==> src/include/rv64_core_defs.svh <==
`ifndef RV64_CORE_DEFS_SVH
`define RV64_CORE_DEFS_SVH

////////////////////////////////////////
// Core widths and sizes
////////////////////////////////////////

// Integer register and data path width
`define XLEN 64

// Architectural registers, x0 included
`define REG_COUNT 32

// First fetch address out of reset
`define RESET_PC 64'h0000_0000_0000_0000

`endif

==> src/verilog/gpr.sv <==
`timescale 1ns/1ps

`include "rv64_core_defs.svh"

module gpr (
    input  logic                sys_clk,
    input  logic                rst_n,
    input  logic                wen,
    input  logic [4:0]          rd_addr,
    input  logic [`XLEN-1:0]    wr_data,
    input  logic [4:0]          rs1_addr,
    input  logic [4:0]          rs2_addr,
    output logic [`XLEN-1:0]    rs1_data,
    output logic [`XLEN-1:0]    rs2_data
);

    // x0 has no storage
    logic [`XLEN-1:0] regs [1:`REG_COUNT-1];

    always_ff @(posedge sys_clk or negedge rst_n) begin
        if (!rst_n) begin
            for (int i = 1; i < `REG_COUNT; i++) begin
                regs[i] <= '0;
            end
        end else if (wen && (rd_addr != 5'd0)) begin
            regs[rd_addr] <= wr_data;
        end
    end

    // Combinational reads, a same-cycle write is not forwarded
    assign rs1_data = (rs1_addr == 5'd0) ? '0 : regs[rs1_addr];
    assign rs2_data = (rs2_addr == 5'd0) ? '0 : regs[rs2_addr];

endmodule

==> config.mk <==
export PLATFORM = sky130hd
export DESIGN_NAME = gpr
export DESIGN_NICKNAME = d
export VERILOG_FILES = /design/src/verilog/gpr.sv
export VERILOG_INCLUDE_DIRS = /design/src /design/src/include
export SDC_FILE = /design/constraint.sdc
export NUM_CORES = 2
export LEC_CHECK = 0
export BUFFER_PORTS_ARGS = -buffer_cell sky130_fd_sc_hd__buf_2
export CAP_MARGIN = 20
export CORE_AREA = 3 3 445 447
export DETAILED_ROUTE_END_ITERATION = 7
export DIE_AREA = 0 0 448 450
export PLACE_DENSITY = 0.76
export SKIP_CTS_REPAIR_TIMING = 1
export SYNTH_ARGS = -nofsm -noshare
export SYNTH_HDL_FRONTEND = slang
export SYNTH_SLANG_ARGS = --single-unit
==> constraint.sdc <==
create_clock -name sys_clk -period 2.45 [get_ports sys_clk]
set_input_delay 0.1225 -clock sys_clk [delete_from_list [all_inputs] [get_ports sys_clk]]
set_output_delay 0.1225 -clock sys_clk [all_outputs]
set_load 0.01 [all_outputs]
==> results.md <==
- Register area share after synthesis: 46.5%
- P_sw: 27.9 mW
- CTS Buf Count: 204
- Site row count: 162
- Avg Cell Area, Syn: 14.3 um2
- Gpl congestion: 0.874
- PortBufs: 209
- Via count: 74172
- P_leak: 54.6 nW
- Post-synth net total: 7531
- Simple-Gate Fraction of Synth Area: 2.69%
- Max FO, Critical Path: 3
- Clock buffer depth: 3
- Crit path time final: 2.99 ns
- GR Overflow Total: 0
- Reg2reg start: regs[927]$_DFFE_PN0P_
- Crit path capture type: output port
- DR vias/cell: 7.11
- H-tree levels: 4
- Register bit total from synthesis: 1984
- Share of layout cells above drive strength 1: 54.0%
- Combinational share of power: 22.5%
- Critical path arrival: 2.86 ns
- Largest net degree at the start of global routing: 132
- Post-Synth Adder-Cell Area: 0%
- Vias in the first global route: 76346
- PwrDens: 797 nW/um2
- TritonCTS clock tree: built
- Crit path from: regs[774]$_DFFE_PN0P_
- Worst Max-Slew Pin Slew: 0.799 ns
- Failing checks: setup timing
- Most flops, register: regs
- Sw Ratio: 28.3%
- Initial antenna violation count: 16
- Area growth syn-to-layout: 16.1%
- Slew HR: 46.7%
- Root buf cell: clkbuf_16
- Top Registers: regs: 1984 flops
- Iter 0 DRT Violations: 8443
- CP bufs+invs: 2
- Critical path data required time: 2.33 ns
- HPWL Detailed: 213000 um
- Chip width: 448 um
- Slowest stage delay, CP: 0.47 ns
- Fill cells: 13754
- Layout Skew: 0 ns
- DIE AREA: 202000 um2
- Initial Util: 54.8%
- Antenna-violating nets left: 0
- WL final: 351000 um
- YS warnings: 0
- Hold Slack: 0.0203 ns
- Max FFs per register: 1984
- Fin. Hold Viols: 0
- Int Power: 70.8 mW
- Final setup violating endpoints: 126
- Distinct cells, synth: 44
- Layout Nets: 7790
- Main combinational cell family by area after synthesis: multiplexers
- Power, Total: 98.7 mW
- Startpoint Class: flip-flop
- Post-route design area: 124000 um2
- Hold Crit Class: input port to asynchronous set/reset pin
- Cells after synthesis: 7449
- Cell Area, Synth: 107000 um2
- CTS Sinks: 1984
- Seq pwr share: 44.9%
- Slowest cell on crit path: mux4_2
- Post-Route Utilization: 63.6%
- First-pass GRT wire length: 515000 um
- Setup CP Type: flip-flop to output port
- Post-route DRC: 0
- Highest Clock Rate: 0.335 GHz
- Die Ht: 450 um
- Fin cells: 10427
- Synth Area in Compound Gates: 4.21%
- Post-synthesis mux area share: 43.2%
- Gr usage total: 34.5%
- Synth Area in XOR/XNOR: 0%
- RSZ-0062 raised after global routing: yes
- Status: finished, violations left
- Placed insts: 9918
- Clk_lat worst skew: 0.87 ns
- Fin crit share: 122%
- Worst path top cell family by delay: multiplexers
- First-pass DRT Iterations: 5
- Worst setup margin: -0.535 ns
- CP Cell Sequence: mux4_2 > mux2_4 > o211ai_1 > o21ai_1 > buf_4 > buf_6
- Max IR drop VDD: 685 uV
- Final Max Tran Viols: 0
- Clock slew at reported path FFs: 0.06 ns
- Maxcap violations: 0
- Avg WL per Cell: 33.7 um
- Core box area: 195000 um2
- Clock power frac: 32.6%
- Placed cell areas: 115000 um2
- IO Pins: 210
-- worst paths after layout --
path                                               end  slack (ns)  cells after the start
worst max register to register   regs[927]$_DFFE_PN0P_        1.50                      2
min in group sys_clk            regs[1030]$_DFFE_PN0P_        0.03                      5
worst max-delay path                       rs2_data[6]       -0.54                      6
max in group asynchronous        regs[731]$_DFFE_PN0P_        1.51                      4
worst min-delay path             regs[678]$_DFFE_PN0P_        0.02                      3
worst min register to register   regs[559]$_DFFE_PN0P_        0.52                      1
-- cells in the final DEF, fill, tap and decap left out, drive strengths merged, types with 120 or more instances in the layout --
cell type	n
clkbuf	313
mux2i	458
mux4	748
buf	786
a221oi	120
dfrtp	1984
nor2b	121
mux2	2185
nand2	254
a21oi	121
-- power groups by stage --
stage	Clock [mW]	Sequential (mW)	Combinational, mW
CTS	32.4	44.0	21.0
global placement	0	43.8	20.2
global route	33.8	44.9	23.6
detailed placement	0	44.5	20.8
floorplan	0	42.7	15.5
finish	32.2	44.3	22.2
-- kinds of logic (layout without fill, tap and decap cells) --
| logic type | Yosys count | count (layout) |
|---|---|---|
| compound gates | 651 | 651 |
| mux | 3391 | 3391 |
| other cells | 0 | 10 |
| simple gates | 620 | 620 |
| buf+inv | 803 | 1229 |
| flops | 1984 | 1984 |
-- synth_stat cells, drive strengths merged --
master	instances	area (um2)
o21ai	105	526
nor2b	121	757
nand3	19	95.1
nand2	254	956
mux4	748	16800
nor3	88	440
a311oi	8	70.1
and3	2	12.5
o221ai	15	131
buf	356	1920
mux2i	458	4580
a211oi	4	30.0
or3	16	100
nand4b	1	8.76
a21oi	121	606
nand2b	8	50.1
and2	4	25.0
or4	1	7.51
a22oi	75	563
dfrtp	1984	49600
nand4	1	6.26
a221oi	120	1060
mux2	2185	24600
a31oi	68	425
nor2	105	412
a211o	9	78.8
o32a	18	180
inv	1	3.75
o211ai	79	593
o22a	4	35.0
a2111oi	4	35.0
a22o	2	17.5
o31ai	1	21.3
a21o	9	67.6
o22ai	9	56.3
clkbuf	446	1670
-- per-stage QoR --
step	setup WS (ns)	setup TNS, ns
after floorplan	0.501	0
after CTS	-0.793	-36.90
final	-0.535	-24.18
after detailed placement	-0.209	-0.376
after global placement	-0.190	-0.337
after global routing	-0.529	-31.78
-- worst register-to-register path, stage by stage (launching register included) --
cell and delay (ns):
dfrtp_1 0.40, buf_4 0.14, mux2_2 0.28
-- area by class of cell --
class	instances	area, um2	area share (%)
Inverter	1	6.26	0.00505
Antenna cell	10	25.0	0.0202
Timing Repair Buffer	855	9330	7.53
Clock buffer	312	6080	4.91
Clock inverter	61	833	0.673
Tap cell	2542	3180	2.57
Multi-Input combinational cell	4662	54700	44.2
Sequential cell	1984	49600	40.1
-- routing by layer --
metal / track usage, % / vias up / share of wire [%]
li1: - / 29012 / -
met1: 44.8 / 39476 / 37
met2: 52.8 / 4418 / 46
met3: 7.80 / 1260 / 9.5
met4: 21.6 / 6 / 7.0
met5: 0 / - / 0.0080
No activity file was read; power rests on OpenSTA's default activity.
