[src/include/rv64_core_defs.svh]
`ifndef RV64_CORE_DEFS_SVH
`define RV64_CORE_DEFS_SVH

////////////////////////////////////////
// Core widths and sizes
////////////////////////////////////////

// Integer register and data path width
`define XLEN 64

// Architectural registers, x0 included
`define REG_COUNT 32

// First fetch address out of reset
`define RESET_PC 64'h0000_0000_0000_0000

`endif

[src/verilog/rv64_core_pkg.sv]
package rv64_core_pkg;

    ////////////////////////////////////////
    // Major opcodes
    ////////////////////////////////////////
    typedef enum logic [6:0] {
        OPC_LUI       = 7'b0110111,
        OPC_AUIPC     = 7'b0010111,
        OPC_JAL       = 7'b1101111,
        OPC_JALR      = 7'b1100111,
        OPC_BRANCH    = 7'b1100011,
        OPC_LOAD      = 7'b0000011,
        OPC_STORE     = 7'b0100011,
        OPC_OP_IMM    = 7'b0010011,
        OPC_OP        = 7'b0110011,
        OPC_OP_IMM_32 = 7'b0011011,
        OPC_OP_32     = 7'b0111011
    } opcode_e;

    // ALU functions, word forms sign-extend from bit 31
    typedef enum logic [3:0] {
        ALU_ADD, ALU_SUB, ALU_SLL, ALU_SLT,
        ALU_SLTU, ALU_XOR, ALU_SRL, ALU_SRA,
        ALU_OR, ALU_AND, ALU_ADDW, ALU_SUBW,
        ALU_SLLW, ALU_SRLW, ALU_SRAW, ALU_PASS2
    } alu_op_e;

    ////////////////////////////////////////
    // Datapath selects
    ////////////////////////////////////////
    typedef enum logic [1:0] {
        OP1_RS1, OP1_PC, OP1_ZERO
    } op1_sel_e;

    typedef enum logic {
        OP2_RS2, OP2_IMM
    } op2_sel_e;

    typedef enum logic [1:0] {
        WB_ALU, WB_MEM, WB_SNPC
    } wb_sel_e;

    // Branch is conditional, JALR clears target bit 0
    typedef enum logic [1:0] {
        NPC_SEQ, NPC_BRANCH, NPC_JAL, NPC_JALR
    } npc_sel_e;

endpackage

[src/verilog/pc_unit.sv]
`timescale 1ns/1ps

`include "rv64_core_defs.svh"

module pc_unit (
    input  logic                      sys_clk,
    input  logic                      rst_n,
    input  rv64_core_pkg::npc_sel_e   npc_sel,
    input  logic [2:0]                funct3,
    input  logic [`XLEN-1:0]          rs1_data,
    input  logic [`XLEN-1:0]          rs2_data,
    input  logic [`XLEN-1:0]          target,
    output logic [`XLEN-1:0]          pc,
    output logic [`XLEN-1:0]          snpc
);
    import rv64_core_pkg::*;

    logic               taken;
    logic [`XLEN-1:0]   dnpc;

    assign snpc = pc + `XLEN'd4;

    // Branch condition from funct3
    always_comb begin
        case (funct3)
            3'b000:  taken = (rs1_data == rs2_data);
            3'b001:  taken = (rs1_data != rs2_data);
            3'b100:  taken = ($signed(rs1_data) < $signed(rs2_data));
            3'b101:  taken = ($signed(rs1_data) >= $signed(rs2_data));
            3'b110:  taken = (rs1_data < rs2_data);
            3'b111:  taken = (rs1_data >= rs2_data);
            default: taken = 1'b0;
        endcase
    end

    always_comb begin
        case (npc_sel)
            NPC_BRANCH: dnpc = taken ? target : snpc;
            NPC_JAL:    dnpc = target;
            NPC_JALR:   dnpc = {target[`XLEN-1:1], 1'b0};
            default:    dnpc = snpc;
        endcase
    end

    always_ff @(posedge sys_clk or negedge rst_n) begin
        if (!rst_n)
            pc <= `RESET_PC;
        else
            pc <= dnpc;
    end

endmodule

[config.mk]
export PLATFORM = sky130hd
export DESIGN_NAME = pc_unit
export DESIGN_NICKNAME = d
export VERILOG_FILES = /design/src/verilog/rv64_core_pkg.sv /design/src/verilog/pc_unit.sv
export VERILOG_INCLUDE_DIRS = /design/src /design/src/include
export SDC_FILE = /design/constraint.sdc
export NUM_CORES = 1
export LEC_CHECK = 0
export BUFFER_PORTS_ARGS = -buffer_cell sky130_fd_sc_hd__buf_2
export CAP_MARGIN = 25
export CORE_AREA = 4 4 125 127
export CTS_BUF_LIST = sky130_fd_sc_hd__clkbuf_4 sky130_fd_sc_hd__clkbuf_8 sky130_fd_sc_hd__clkbuf_16
export DETAILED_ROUTE_END_ITERATION = 8
export DIE_AREA = 0 0 129 131
export PLACE_DENSITY = 0.7
export SYNTH_ARGS = -nofsm -noshare
export SYNTH_HDL_FRONTEND = slang
export SYNTH_SLANG_ARGS = --single-unit
export TNS_END_PERCENT = 100
[constraint.sdc]
create_clock -name sys_clk -period 2.8 [get_ports sys_clk]
set_input_delay 0.56 -clock sys_clk [delete_from_list [all_inputs] [get_ports sys_clk]]
set_output_delay 0.56 -clock sys_clk [all_outputs]
set_load 0.05 [all_outputs]
==> impl_results.md <==
- Outcome: finished, violations left
- Failing checks: setup timing
- GPL Wtd Cong: 0.929
- Clock Latency Late Sink: 340 ps
- CTS tree: built
- EDFF count, synth: 0
- Final wirelength: 25.3 mm
- Placed instance count: 1191
- Drc violations: 0
- Setup Viol. Count Final: 98
- Cts hold-fix bufs: 0
- Met2 wire len: 13.1 mm
- Crit end category: primary output
- Main synth FF type: dfrtp_1
- Worst path arrival time: 2710 ps
- Type of origin of the critical path: flip-flop
- Top cells by count, synth: inv_1, ha_1, dfrtp_1
- Avg Cell Area, Syn: 9.35 um^2
- FILL cells: 925
- Vias in the first global route: 6927
- Largest Register: pc
- Boundary pin count: 327
- Post-synthesis async set-or-reset flop share: 1.00
- DP Worst Slack: -665 ps
- Total power: 5.08 mW
- Hpwl dp: 17.7 mm
- Largest regs: pc x64
- Wirelength per Cell: 20.0 um
- H-tree levels: 3
- Final worst-path cycle share: 1.17
- Worst EP required: 2240 ps
- Core Region: 14400 um^2
- Peak supply drop: 263 uV
- 1st-pass router iterations: 4
- Die X: 129 um
- Leak: 5.56 nW
- Port Buffers: 326
- Yosys cell types: 47
- CTS clk-pin slew, worst paths: 60 ps
- DRT iter0 DRCs: 323
- Final Hold Viols: 0
- RSZ-0062 raised after global routing: yes
- Fin cells: 1265
- Clock skew: 10.3 ps
- Yosys top cell by area: dfrtp_1
- Worst Hold Class: in2async
- Syn_nets: 829
- Most frequent CP cell: nand4_1
- CP Cell Sequence: nand4_1 -> nor3_2 -> nand4_1 -> nor2_2 -> nand4_1 -> or2_4 -> buf_4 -> nor3_4 -> xnor2_2 -> buf_6
- Fin nets: 1338
- Sequential element share of the synthesized area: 0.303
- WL met3: 1.86 mm
- Starting density of the core: 0.366
- Fin worst setup slack: -466 ps
- Syn Inst Count: 565
- DRT met1 WL: 9.00 mm
- Critical path type: reg2out
- Top layer in use: met4
- Area post-placement: 9150 um^2
- Clk sink count: 64
- Final min period: 3270 ps
- Drt via density: 5.20
- Crit-path max FO: 5
- Yosys top cell area share: 0.303
- Post-DRT Antenna Nets: 0
- Mapped Area: 5280 um^2
- Largest net degree at the start of global routing: 42
- Share of cells above drive strength 1: 0.703
- Largest cells by area after synthesis: dfrtp_1, ha_1, mux2_1
- Row cnt: 44
- Top-count cell post-synth: inv_1
- First-pass GRT wire length: 36.9 mm
- Routed via count: 6574
- Chip height: 131 um
- Remaining global-route overflow: 0
- Ys Warns: 0
- Area of the die: 16900 um^2
- Slew HR: 0.587
- Initial antenna violation count: 2
- Max Freq: 306 MHz
- CTS max path bufs: 2
- CP peak stage delay: 350 ps
- Final core utilization: 0.758
- CP max stage cell: dfrtp_2
- Slew at the pin closest to its max-slew limit: 619 ps
- Max reg flops: 64
- Max Slew Vio Count: 0
- Layout Cell Area excl Fill: 10900 um^2
- Gr usage total: 0.283
- Max Cap Viol: 0
- Root Buffer: clkbuf_16
- Yosys reg bits: 64
- P&R area growth vs syn: 107%
- TritonCTS Buffers: 9
- Pwr Density: 464 nW/um^2
## critical path: cells and delay by family, from the launching register on
family	cells	cell delay, ps
and+or+nand+nor	7	1460
DFF	1	350
buffers and inverters	2	360
xor gates and xnor gates	1	190
## kinds of logic after synthesis
logic type | Yosys count | share of synthesized area
AOI/OAI and AO/OA | 55 | 0.0675
xor gates and xnor gates | 60 | 0.0995
DFF | 64 | 0.303
buffers and inverters | 83 | 0.0692
adders and majority gates | 65 | 0.154
muxes | 64 | 0.136
and+or+nand+nor | 174 | 0.170
## repair_timing
item / CTS / global route
gates cloned: 5 / 0
gates resized for setup: 180 / 65
pin swaps: 45 / 40
setup buffers: 32 / 30
endpoints found under the setup margin: 103 / 111
## cell usage in the layout, fill, tap and decap left out, types with 15 or more instances in the layout
master / synthesis / layout
nand2_1: 39 / 32
a21oi_1: 26 / 26
nor2_1: 33 / 16
nand4_1: 26 / 26
dfrtp_2: 0 / 23
inv_1: 73 / 56
ha_1: 65 / 44
xnor2_1: 37 / 15
dfrtp_1: 64 / 41
nand3_1: 29 / 23
buf_2: 1 / 266
buf_6: 6 / 69
mux2_4: 0 / 64
ha_4: 0 / 21
buf_4: 2 / 151
## layer usage
| layer | vias up | GRT usage |
|---|---|---|
| li1 | 2984 | - |
| met1 | 3134 | 0.305 |
| met2 | 360 | 0.513 |
| met3 | 96 | 0.0642 |
| met4 | 0 | 0.156 |
| met5 | - | 0 |
## per-stage QoR
stage | hold slack [ps] | setup TNS (ps)
3_3_place_gp | 593 | -36760
5_1_grt | 278 | -42220
6_report | 230 | -30780
4_1_cts | 241 | -25320
2_1_floorplan | 264 | -20910
3_5_place_dp | 612 | -42990
## worst paths after layout
path / start / end / slack (ps) / depth (start not counted)
max: pc[19]$_DFF_PN0_ / snpc[47] / -470 / 10
min: rst_n / pc[49]$_DFF_PN0_ / 230 / 1
max reg2reg: pc[19]$_DFF_PN0_ / pc[47]$_DFF_PN0_ / 50 / 12
min reg2reg: pc[1]$_DFFE_PN0P_ / pc[1]$_DFFE_PN0P_ / 670 / 1
max in group asynchronous: rst_n / pc[2]$_DFF_PN0_ / 1880 / 2
min in group sys_clk: target[14] / pc[14]$_DFF_PN0_ / 450 / 2
## power by group
group | internal, mW | switching [mW]
Combinational | 1.15 | 1.69
Sequential | 1.05 | 0.124
Clock | 0.617 | 0.446
Total | 2.82 | 2.26
## final cells by class
| cell class | count | area [um^2] | area share |
|---|---|---|---|
| Tap cell | 184 | 230 | 0.0211 |
| Antenna cell | 2 | 5.00 | 0.000458 |
| Multi-Input combinational cell | 418 | 4850 | 0.443 |
| Clock buffer | 10 | 239 | 0.0219 |
| Clock inverter | 6 | 35.0 | 0.00320 |
| Timing Repair Buffer | 508 | 3650 | 0.334 |
| Inverter | 73 | 299 | 0.0273 |
| Sequential cell | 64 | 1630 | 0.149 |
(Power assumes the default switching activity.)
