### src/include/rv64_core_defs.svh
`ifndef RV64_CORE_DEFS_SVH
`define RV64_CORE_DEFS_SVH

////////////////////////////////////////
// Core widths and sizes
////////////////////////////////////////

// Integer register and data path width
`define XLEN 64

// Architectural registers, x0 included
`define REG_COUNT 32

// First fetch address out of reset
`define RESET_PC 64'h0000_0000_0000_0000

`endif

### src/verilog/rv64_core_pkg.sv
package rv64_core_pkg;

    ////////////////////////////////////////
    // Major opcodes
    ////////////////////////////////////////
    typedef enum logic [6:0] {
        OPC_LUI       = 7'b0110111,
        OPC_AUIPC     = 7'b0010111,
        OPC_JAL       = 7'b1101111,
        OPC_JALR      = 7'b1100111,
        OPC_BRANCH    = 7'b1100011,
        OPC_LOAD      = 7'b0000011,
        OPC_STORE     = 7'b0100011,
        OPC_OP_IMM    = 7'b0010011,
        OPC_OP        = 7'b0110011,
        OPC_OP_IMM_32 = 7'b0011011,
        OPC_OP_32     = 7'b0111011
    } opcode_e;

    // ALU functions, word forms sign-extend from bit 31
    typedef enum logic [3:0] {
        ALU_ADD, ALU_SUB, ALU_SLL, ALU_SLT,
        ALU_SLTU, ALU_XOR, ALU_SRL, ALU_SRA,
        ALU_OR, ALU_AND, ALU_ADDW, ALU_SUBW,
        ALU_SLLW, ALU_SRLW, ALU_SRAW, ALU_PASS2
    } alu_op_e;

    ////////////////////////////////////////
    // Datapath selects
    ////////////////////////////////////////
    typedef enum logic [1:0] {
        OP1_RS1, OP1_PC, OP1_ZERO
    } op1_sel_e;

    typedef enum logic {
        OP2_RS2, OP2_IMM
    } op2_sel_e;

    typedef enum logic [1:0] {
        WB_ALU, WB_MEM, WB_SNPC
    } wb_sel_e;

    // Branch is conditional, JALR clears target bit 0
    typedef enum logic [1:0] {
        NPC_SEQ, NPC_BRANCH, NPC_JAL, NPC_JALR
    } npc_sel_e;

endpackage

### src/verilog/decoder.sv
`timescale 1ns/1ps

`include "rv64_core_defs.svh"

module decoder (
    input  logic [31:0]              inst,
    output logic [`XLEN-1:0]         imm,
    output logic [4:0]               rs1_addr,
    output logic [4:0]               rs2_addr,
    output logic [4:0]               rd_addr,
    output logic [2:0]               funct3,
    output logic                     reg_wen,
    output logic                     mem_wen,
    output logic                     mem_rd_en,
    output rv64_core_pkg::alu_op_e   alu_op,
    output rv64_core_pkg::op1_sel_e  op1_sel,
    output rv64_core_pkg::op2_sel_e  op2_sel,
    output rv64_core_pkg::wb_sel_e   wb_sel,
    output rv64_core_pkg::npc_sel_e  npc_sel
);
    import rv64_core_pkg::*;

    opcode_e            opcode;
    logic               alt;
    logic [`XLEN-1:0]   imm_i;
    logic [`XLEN-1:0]   imm_s;
    logic [`XLEN-1:0]   imm_b;
    logic [`XLEN-1:0]   imm_u;
    logic [`XLEN-1:0]   imm_j;

    // 64-bit register-width operations
    function automatic alu_op_e arith_op(input logic [2:0] f3, input logic sub_alt);
        alu_op_e op;
        case (f3)
            3'b000:  op = sub_alt ? ALU_SUB : ALU_ADD;
            3'b001:  op = ALU_SLL;
            3'b010:  op = ALU_SLT;
            3'b011:  op = ALU_SLTU;
            3'b100:  op = ALU_XOR;
            3'b101:  op = alt ? ALU_SRA : ALU_SRL;
            3'b110:  op = ALU_OR;
            default: op = ALU_AND;
        endcase
        return op;
    endfunction

    // 32-bit word operations
    function automatic alu_op_e word_op(input logic [2:0] f3, input logic sub_alt);
        alu_op_e op;
        case (f3)
            3'b001:  op = ALU_SLLW;
            3'b101:  op = alt ? ALU_SRAW : ALU_SRLW;
            default: op = sub_alt ? ALU_SUBW : ALU_ADDW;
        endcase
        return op;
    endfunction

    ////////////////////////////////////////
    // Instruction fields
    ////////////////////////////////////////
    assign opcode   = opcode_e'(inst[6:0]);
    assign rd_addr  = inst[11:7];
    assign funct3   = inst[14:12];
    assign rs1_addr = inst[19:15];
    assign rs2_addr = inst[24:20];
    // funct7 bit 5 picks SUB and arithmetic shifts
    assign alt      = inst[30];

    // Immediates, all sign-extended from inst[31]
    assign imm_i = {{(`XLEN-12){inst[31]}}, inst[31:20]};
    assign imm_s = {{(`XLEN-12){inst[31]}}, inst[31:25], inst[11:7]};
    assign imm_b = {{(`XLEN-13){inst[31]}}, inst[31], inst[7], inst[30:25],
                    inst[11:8], 1'b0};
    assign imm_u = {{(`XLEN-32){inst[31]}}, inst[31:12], 12'b0};
    assign imm_j = {{(`XLEN-21){inst[31]}}, inst[31], inst[19:12], inst[20],
                    inst[30:21], 1'b0};

    ////////////////////////////////////////
    // Control decode
    ////////////////////////////////////////
    always_comb begin
        // No-op unless the opcode says otherwise
        imm       = imm_i;
        reg_wen   = 1'b0;
        mem_wen   = 1'b0;
        mem_rd_en = 1'b0;
        alu_op    = ALU_ADD;
        op1_sel   = OP1_RS1;
        op2_sel   = OP2_IMM;
        wb_sel    = WB_ALU;
        npc_sel   = NPC_SEQ;

        case (opcode)
            OPC_LUI: begin
                imm     = imm_u;
                op1_sel = OP1_ZERO;
                alu_op  = ALU_PASS2;
                reg_wen = 1'b1;
            end
            OPC_AUIPC: begin
                imm     = imm_u;
                op1_sel = OP1_PC;
                reg_wen = 1'b1;
            end
            OPC_JAL: begin
                imm     = imm_j;
                op1_sel = OP1_PC;
                wb_sel  = WB_SNPC;
                npc_sel = NPC_JAL;
                reg_wen = 1'b1;
            end
            OPC_JALR: begin
                wb_sel  = WB_SNPC;
                npc_sel = NPC_JALR;
                reg_wen = 1'b1;
            end
            OPC_BRANCH: begin
                imm     = imm_b;
                op1_sel = OP1_PC;
                npc_sel = NPC_BRANCH;
            end
            OPC_LOAD: begin
                // LD only
                if (funct3 == 3'b011) begin
                    wb_sel    = WB_MEM;
                    mem_rd_en = 1'b1;
                    reg_wen   = 1'b1;
                end
            end
            OPC_STORE: begin
                imm     = imm_s;
                mem_wen = (funct3 == 3'b011);
            end
            OPC_OP_IMM: begin
                alu_op  = arith_op(funct3, 1'b0);
                reg_wen = 1'b1;
            end
            OPC_OP: begin
                op2_sel = OP2_RS2;
                alu_op  = arith_op(funct3, alt);
                reg_wen = 1'b1;
            end
            OPC_OP_IMM_32: begin
                alu_op  = word_op(funct3, 1'b0);
                reg_wen = 1'b1;
            end
            OPC_OP_32: begin
                op2_sel = OP2_RS2;
                alu_op  = word_op(funct3, alt);
                reg_wen = 1'b1;
            end
            default: begin
                op1_sel = OP1_ZERO;
            end
        endcase
    end

endmodule

### config.mk
export PLATFORM = sky130hd
export DESIGN_NAME = decoder
export DESIGN_NICKNAME = d
export VERILOG_FILES = /design/src/verilog/rv64_core_pkg.sv /design/src/verilog/decoder.sv
export VERILOG_INCLUDE_DIRS = /design/src /design/src/include
export SDC_FILE = /design/constraint.sdc
export NUM_CORES = 1
export LEC_CHECK = 0
export ABC_AREA = 0
export BUFFER_PORTS_ARGS = -buffer_cell sky130_fd_sc_hd__buf_4
export CAP_MARGIN = 10
export CORE_MARGIN = 3
export CORE_UTILIZATION = 33
export DETAILED_ROUTE_END_ITERATION = 10
export PLACE_DENSITY = 0.81
export SLEW_MARGIN = 10
export SYNTH_ARGS = -nofsm -noshare
export SYNTH_HDL_FRONTEND = slang
export SYNTH_SLANG_ARGS = --single-unit
export TNS_END_PERCENT = 10
### constraint.sdc
create_clock -name vclk -period 1.05
set_input_delay 0.0525 -clock vclk [all_inputs]
set_output_delay 0.0525 -clock vclk [all_outputs]
set_load 0.03 [all_outputs]
==> results of run 1 <==
-- cells in the mapped netlist (3+ instances only) --
cell type | instances | area (um^2)
a21o_1 | 20 | 150
a21oi_1 | 3 | 15.0
a22o_1 | 4 | 35.0
buf_2 | 6 | 30.0
buf_4 | 54 | 405
inv_1 | 6 | 22.5
nand2_1 | 9 | 33.8
nand2b_1 | 3 | 18.8
nand3b_1 | 3 | 22.5
nor2_1 | 9 | 33.8
nor2b_1 | 6 | 37.5
nor3b_1 | 3 | 22.5
or3_1 | 3 | 18.8
-- routing by layer --
layer,wire length [um],track usage (%)
met5,0,0
met4,88,1.30
met2,2510,35.8
met1,1860,24.5
met3,375,1.71
-- final cells by class --
class / count / area, um^2
Inverter: 6 / 22.5
Timing Repair Buffer: 171 / 1480
Fill cell: 255 / 832
Multi-Input combinational cell: 101 / 817
Tap cell: 44 / 55.1
-- where the power goes --
part           switching, mW  internal, mW
clock network              0             0
logic                  0.685         0.532
registers                  0             0
total                  0.685         0.532
-- through the flow --
step | worst slack (ps) | setup TNS [ps] | utilization (%) | cells
floorplan | -468 | -6250 | - | 168
global placement | -349 | -10160 | 65.1 | 311
detailed placement | -370 | -10350 | 65.1 | 311
CTS | -275 | -7020 | 70.9 | 317
global route | -335 | -8800 | 74.0 | 322
finish | -280 | -6770 | 74.0 | 322
-- cells in the final DEF (no fill, tap or decap), types with 3 or more instances in the layout --
cell,synthesis,layout
buf_4,54,133
buf_6,0,30
a21o_1,20,20
nand2_1,9,9
nor2_1,9,8
inv_1,6,5
nor2b_1,6,5
a22o_1,4,4
buf_8,0,4
buf_12,0,4
nand3b_1,3,3
-- cells by family (layout without fill, tap and decap cells) --
family	count (synthesis)	count (layout)	synth area share (%)
simple gates	55	56	31.3
buf+inv	68	177	39.8
mux	1	1	0.857
compound gates	44	44	28.1
-- worst max-delay path, delay by kind of cell --
kind                   cells  cell delay [ps]
AO/OA/AOI/OAI              2              510
AND/OR/NAND/NOR            2              200
buffers and inverters      4              500
-- repair_timing --
action                     in CTS  in global routing
resized for setup              36                 17
hold buffers                    0                  0
setup buffers                   4                  5
gates cloned                    2                  0
setup endpoints to repair      41                 41
pin swaps                      16                  6
-- how the worst min path moves through the flow --
stage,cells past startpoint,to
after floorplan,1,imm[0]
after global placement,2,rd_addr[1]
after detailed placement,2,rd_addr[4]
after CTS,2,rs1_addr[3]
after global routing,2,rd_addr[1]
final,2,rd_addr[1]
==> results.sh, run 1 <==
export IMPL_status="finished with violations"
export IMPL_failed_checks="negative setup slack"
export IMPL_startpoint="inst[6]"
export IMPL_dpl_instance_area_um2=2080
export IMPL_syn_to_final_growth_pct=103
export IMPL_cp_slowest_cell="a2111oi_2"
export IMPL_setup_viol_count_final=41
export IMPL_design_area_um2=2370
export IMPL_path_class="in -> out"
export IMPL_layout_nets=312
export IMPL_slew_limit_headroom_pct=79.4
export IMPL_portBuffers=128
export IMPL_syn_inst=168
export IMPL_drt_iter0_drc=101
export IMPL_period_share_pct=127
export IMPL_remaining_drc_errors=0
export IMPL_die_width_um=65.5
export IMPL_ys_warnings_count=0
export IMPL_gp_congestion=0.863
export IMPL_grt_usage_pct=19.1
export IMPL_synth_avg_cell_area_um2=6.96
export IMPL_routed_via_density=4.96
export IMPL_peakVddDrop_v=0.000341
export IMPL_grt_overflow_total=0
export IMPL_num_clock_buffers=0
export IMPL_wire_per_inst_um=15.0
export IMPL_grt_pass1_vias=1442
export IMPL_netlist_area_um2=1170
export IMPL_drtPass1Iterations=4
export IMPL_p_total_mw=1.22
export IMPL_start_kind="primary input"
export IMPL_detail_route_antenna_nets=0
export IMPL_period_needed_ps=1330
export IMPL_cp_max_fo=5
export IMPL_hpwl_um=3560
export IMPL_end_kind="output pin"
export IMPL_syn_nets=200
export IMPL_hold_path_class="in -> out"
export IMPL_max_freq_ghz=0.752
export IMPL_slowest_delay_ps=340
export IMPL_grt_max_degree=34
export IMPL_seq_area_frac_synth_pct=0
export IMPL_routed_wl_um=4830
export IMPL_worst_pin_slew_ps=308
export IMPL_grt_pass1_wl_um=6850
export IMPL_power_density_nw_per_um2=514
export IMPL_regArea_um2=0
export IMPL_synth_cell_types=42
export IMPL_fp_row_count=20
export IMPL_hold_viol=0
export IMPL_crit_chain="buf_8 -> buf_12 -> nand3b_1 -> nor3_4 -> buf_4 -> a2111oi_2 -> a211o_1 -> buf_6"
export IMPL_coreArea_um2=3200
export IMPL_design_seq_count=0
export IMPL_antenna_found_initial=0
export IMPL_slew_violations=0
export IMPL_arrival_ps=1280
export IMPL_cap_viol_max_count=0
export IMPL_leakage_nw=1.32
export IMPL_antenna_cells=0
export IMPL_layout_setup_ws_ps=-280
export IMPL_die_y_um=65.5
export IMPL_drive_gt1_share_pct=69.4
export IMPL_cp_endpoint="imm[11]"
export IMPL_hold_worst_slack_ps=334
export IMPL_rsz0062_at_grt="true"
export IMPL_start_util_pct=36.5
export IMPL_crit_required_ps=1000
export IMPL_dr_total_vias=1598
export IMPL_min_delay_start="inst[8]"
export IMPL_ioPinCount=128
export IMPL_die_area_um2=4290
Power figures use the tool's default switching activity.
==> inputs of run 2 (changes only) <==
--- a/config.mk
+++ b/config.mk
@@ -10,9 +10,10 @@
 export BUFFER_PORTS_ARGS = -buffer_cell sky130_fd_sc_hd__buf_4
 export CAP_MARGIN = 10
 export CORE_MARGIN = 3
-export CORE_UTILIZATION = 33
+export CORE_UTILIZATION = 37
 export DETAILED_ROUTE_END_ITERATION = 10
-export PLACE_DENSITY = 0.81
+export PLACE_DENSITY = 0.86
+export REMOVE_ABC_BUFFERS = 1
 export SLEW_MARGIN = 10
 export SYNTH_ARGS = -nofsm -noshare
 export SYNTH_HDL_FRONTEND = slang
==> constraint.sdc (replaced) <==
create_clock -name vclk -period 1.5
set_input_delay 0.075 -clock vclk [all_inputs]
set_output_delay 0.075 -clock vclk [all_outputs]
set_load 0.03 [all_outputs]
==> results.sh, run 2 (synthesis results as in run 1) <==
export IMPL_die_area_um2=3870
export IMPL_slowest_delay_ps=400
export IMPL_design_seq_count=0
export IMPL_arrival_ps=1380
export IMPL_crit_required_ps=1420
export IMPL_wl_met3_um=400
export IMPL_antenna_cells=0
export IMPL_peakVddDrop_v=0.000283
export IMPL_wire_per_inst_um=13.3
export IMPL_routed_via_density=4.86
export IMPL_die_width_um=62.2
export IMPL_p_total_mw=0.720
export IMPL_end_kind="output pin"
export IMPL_routed_wl_met2_um=1970
export IMPL_start_util_pct=40.6
export IMPL_remaining_drc_errors=0
export IMPL_cpMostUsedCell="buf_4"
export IMPL_multiInputGateArea_um2=713
export IMPL_path_class="in -> out"
export IMPL_period_share_pct=97.3
export IMPL_highest_layer="met4"
export IMPL_hpwl_um=3270
export IMPL_drt_iter0_drc=98
export IMPL_portBuffers=128
export IMPL_regArea_um2=0
export IMPL_slew_limit_headroom_pct=72.1
export IMPL_drive_gt1_share_pct=61.4
export IMPL_grt_overflow_total=0
export IMPL_layout_commonest_cell="buf_4"
export IMPL_holdPathEnd="rd_addr[3]"
export IMPL_grt_max_degree=34
export IMPL_hold_path_class="in -> out"
export IMPL_hold_viol=0
export IMPL_start_kind="primary input"
export IMPL_max_freq_ghz=0.685
export IMPL_rsz0062_at_grt="false"
export IMPL_cts_hold_buf=0
export IMPL_gp_congestion=0.912
export IMPL_layout_common_cells="buf_4 (140), a21o_1 (20), nand2_1 (9)"
export IMPL_drtPass1Iterations=4
export IMPL_routed_wl_um=3830
export IMPL_detail_route_antenna_nets=0
export IMPL_antenna_found_initial=0
export IMPL_crit_family="simple AND/OR/NAND/NOR gates"
export IMPL_power_density_nw_per_um2=392
export IMPL_nFillCells=270
export IMPL_period_needed_ps=1460
export IMPL_crit_chain="buf_4 -> nand2b_4 -> or3_1 -> o31a_1 -> o31ai_1 -> buf_4"
export IMPL_layout_nets=280
export IMPL_cp_slowest_cell="or3_1"
export IMPL_num_clock_buffers=0
export IMPL_status="completed"
export IMPL_cap_viol_max_count=0
export IMPL_grt_pass1_vias=1281
export IMPL_fp_row_count=19
export IMPL_grt_usage_pct=17.3
export IMPL_die_y_um=62.2
export IMPL_syn_to_final_growth_pct=57.4
export IMPL_dr_total_vias=1401
export IMPL_leakage_nw=1.06
export IMPL_setup_viol_count_final=0
export IMPL_worst_pin_slew_ps=415
export IMPL_coreArea_um2=2880
export IMPL_grt_pass1_wl_um=5800
export IMPL_setup_tns_final_ps=0
export IMPL_cp_max_fo=9
export IMPL_slew_violations=0
export IMPL_ioPinCount=128
export IMPL_cp_num_buf_inv=2
export IMPL_whs_path_depth=2
export IMPL_min_delay_start="inst[10]"
export IMPL_drt_met1_wl_um=1390
-- run 2: through the flow --
stage | std cells | instance area, um^2 | setup slack, ps | utilization (%) | hold WS, ps
floorplan | 106 | 726 | -144 | - | 150
global placement | 287 | 1820 | 1.13 | 63.3 | 379
detailed placement | 287 | 1820 | -5.59 | 63.3 | 379
CTS | 288 | 1830 | 42.7 | 63.6 | 379
global route | 288 | 1840 | 5.87 | 63.9 | 384
finish | 288 | 1840 | 41.0 | 63.9 | 378
-- run 2: timing repair --
action	4_1_cts	5_1_grt
setup buffers	1	0
setup endpoints to repair	1	10
resized for setup	0	3
-- run 2: worst max-delay path by stage --
| stage | start | endpoint | slack [ps] | depth (start not counted) |
|---|---|---|---|---|
| final | inst[6] | alu_op[2] | 40 | 6 |
| after global routing | inst[3] | imm[11] | 6 | 6 |
| after CTS | inst[4] | imm[12] | 40 | 6 |
| after detailed placement | inst[3] | imm[11] | -6 | 6 |
| after global placement | inst[3] | imm[11] | 1 | 6 |
| after floorplan | inst[6] | wb_sel[0] | -140 | 2 |
-- run 2: layout make-up --
class | count | share of cell area [%]
inverters | 6 | 1.22
multi-input cells | 100 | 38.8
repair buffers | 140 | 57.1
well taps | 42 | 2.86
-- run 2: per-layer routing --
| metal | global-route usage [%] | up-vias |
|---|---|---|
| met2 | 33.6 | 82 |
| met4 | 3.31 | 0 |
| met5 | 0 | - |
| met1 | 18.4 | 615 |
| li1 | - | 696 |
| met3 | 4.68 | 8 |
-- run 2: power breakdown --
group	switching [mW]	internal (mW)	leakage (nW)
Combinational	0.437	0.283	1.06
Sequential	0	0	0
Clock	0	0	0
==> inputs of run 3 (changes only) <==
--- a/config.mk
+++ b/config.mk
@@ -7,12 +7,14 @@
 export NUM_CORES = 1
 export LEC_CHECK = 0
 export ABC_AREA = 0
-export BUFFER_PORTS_ARGS = -buffer_cell sky130_fd_sc_hd__buf_4
 export CAP_MARGIN = 10
+export CELL_PAD_IN_SITES_DETAIL_PLACEMENT = 0
+export CELL_PAD_IN_SITES_GLOBAL_PLACEMENT = 1
 export CORE_MARGIN = 3
-export CORE_UTILIZATION = 37
+export CORE_UTILIZATION = 42
 export DETAILED_ROUTE_END_ITERATION = 10
-export PLACE_DENSITY = 0.86
+export DONT_BUFFER_PORTS = 1
+export PLACE_DENSITY_LB_ADDON = 0.1
 export REMOVE_ABC_BUFFERS = 1
 export SLEW_MARGIN = 10
 export SYNTH_ARGS = -nofsm -noshare
==> results.sh, run 3 (synthesis results as in run 1) <==
export IMPL_die_area_um2=3450
export IMPL_min_delay_start="inst[23]"
export IMPL_routed_wl_um=2730
export IMPL_dr_total_vias=927
export IMPL_remaining_drc_errors=0
export IMPL_ioPinCount=128
export IMPL_layout_commonest_cell="a21o_1"
export IMPL_whs_path_depth=0
export IMPL_antenna_found_initial=0
export IMPL_start_util_pct=45.5
export IMPL_peakVddDrop_v=0.000216
export IMPL_worst_pin_slew_ps=625
export IMPL_drive_gt1_share_pct=21.6
export IMPL_grt_pass1_wl_um=3970
export IMPL_slew_violations=0
export IMPL_rsz0062_at_grt="false"
export IMPL_hold_path_class="in -> out"
export IMPL_hpwl_um=2250
export IMPL_leakage_nw=0.479
export IMPL_status="completed"
export IMPL_start_kind="primary input"
export IMPL_layout_nets=159
export IMPL_wire_per_inst_um=17.6
export IMPL_regArea_um2=0
export IMPL_cts_resized=0
export IMPL_startpoint="inst[6]"
export IMPL_stdcell_count=155
export IMPL_die_width_um=58.8
export IMPL_syn_to_final_growth_pct=-22.5
export IMPL_arrival_ps=1230
export IMPL_gp_congestion=0.778
export IMPL_cap_viol_max_count=0
export IMPL_num_clock_buffers=0
export IMPL_grt_max_degree=35
export IMPL_setup_tns_final_ps=0
export IMPL_layout_common_cells="a21o_1 (20), buf_4 (19), nor2_1 (9), nand2_1 (9)"
export IMPL_fp_row_count=18
export IMPL_hold_worst_slack_ps=150
export IMPL_grt_usage_pct=14.0
export IMPL_path_class="in -> out"
export IMPL_drtPass1Iterations=4
export IMPL_place_ws_ps=170
export IMPL_coreArea_um2=2570
export IMPL_design_seq_count=0
export IMPL_hold_viol=0
export IMPL_max_freq_ghz=0.764
export IMPL_power_density_nw_per_um2=287
export IMPL_drt_iter0_drc=21
export IMPL_place_inst=155
export IMPL_detail_route_antenna_nets=0
export IMPL_end_kind="output pin"
export IMPL_setup_viol_count_final=0
export IMPL_period_needed_ps=1310
export IMPL_cts_hold_buf=0
export IMPL_grt_overflow_total=0
export IMPL_cp_max_fo=11
export IMPL_routed_via_density=5.98
export IMPL_post_cts_buffers=0
export IMPL_period_share_pct=87.3
export IMPL_portBuffers=0
export IMPL_slew_limit_headroom_pct=58.2
export IMPL_die_y_um=58.8
export IMPL_crit_required_ps=1420
export IMPL_antenna_cells=0
export IMPL_grt_pass1_vias=802
export IMPL_holdPathEnd="rs2_addr[3]"
export IMPL_layout_setup_ws_ps=191
-- run 3: metal layers --
metal / vias up / share of wire (%) / track usage, %
met1: 408 / 41 / 19.6
met5: - / 0 / 0
li1: 449 / - / -
met4: 0 / 0 / 0.324
met3: 0 / 12 / 3.07
met2: 70 / 47 / 23.2
-- run 3: worst max path at each step --
stage                     end  depth (start not counted)
floorplan           wb_sel[0]                          2
global placement      imm[26]                          5
detailed placement    imm[26]                          5
CTS                   imm[26]                          5
global route          imm[26]                          5
finish                imm[26]                          5
-- run 3: cell type report --
class | instances | area, um^2
Fill cell | 271 | 1660
Inverter | 6 | 22.5
Multi-Input combinational cell | 100 | 703
Tap cell | 30 | 37.5
Timing Repair Buffer | 19 | 143
-- run 3: per-stage QoR --
step                      utilization, %  total power [mW]  area [um^2]
final                               35.3             0.260          906
after global routing                35.3             0.277          906
after CTS                           35.3             0.263          906
after detailed placement            35.3             0.262          906
after global placement              35.3             0.264          906
after floorplan                        -             0.223          726
-- run 3: report_power, final --
group	internal, mW	leakage (nW)	switching (mW)	total, mW
clock	0	0	0	0
sequential	0	0	0	0
combinational	0.0814	0.479	0.178	0.260
total	0.0814	0.479	0.178	0.260
-- run 3: critical path, stage by stage --
cell      delay (ps)
nand2b_4         130
nor3_4            60
buf_4            160
nor2_1           490
a21o_1           320
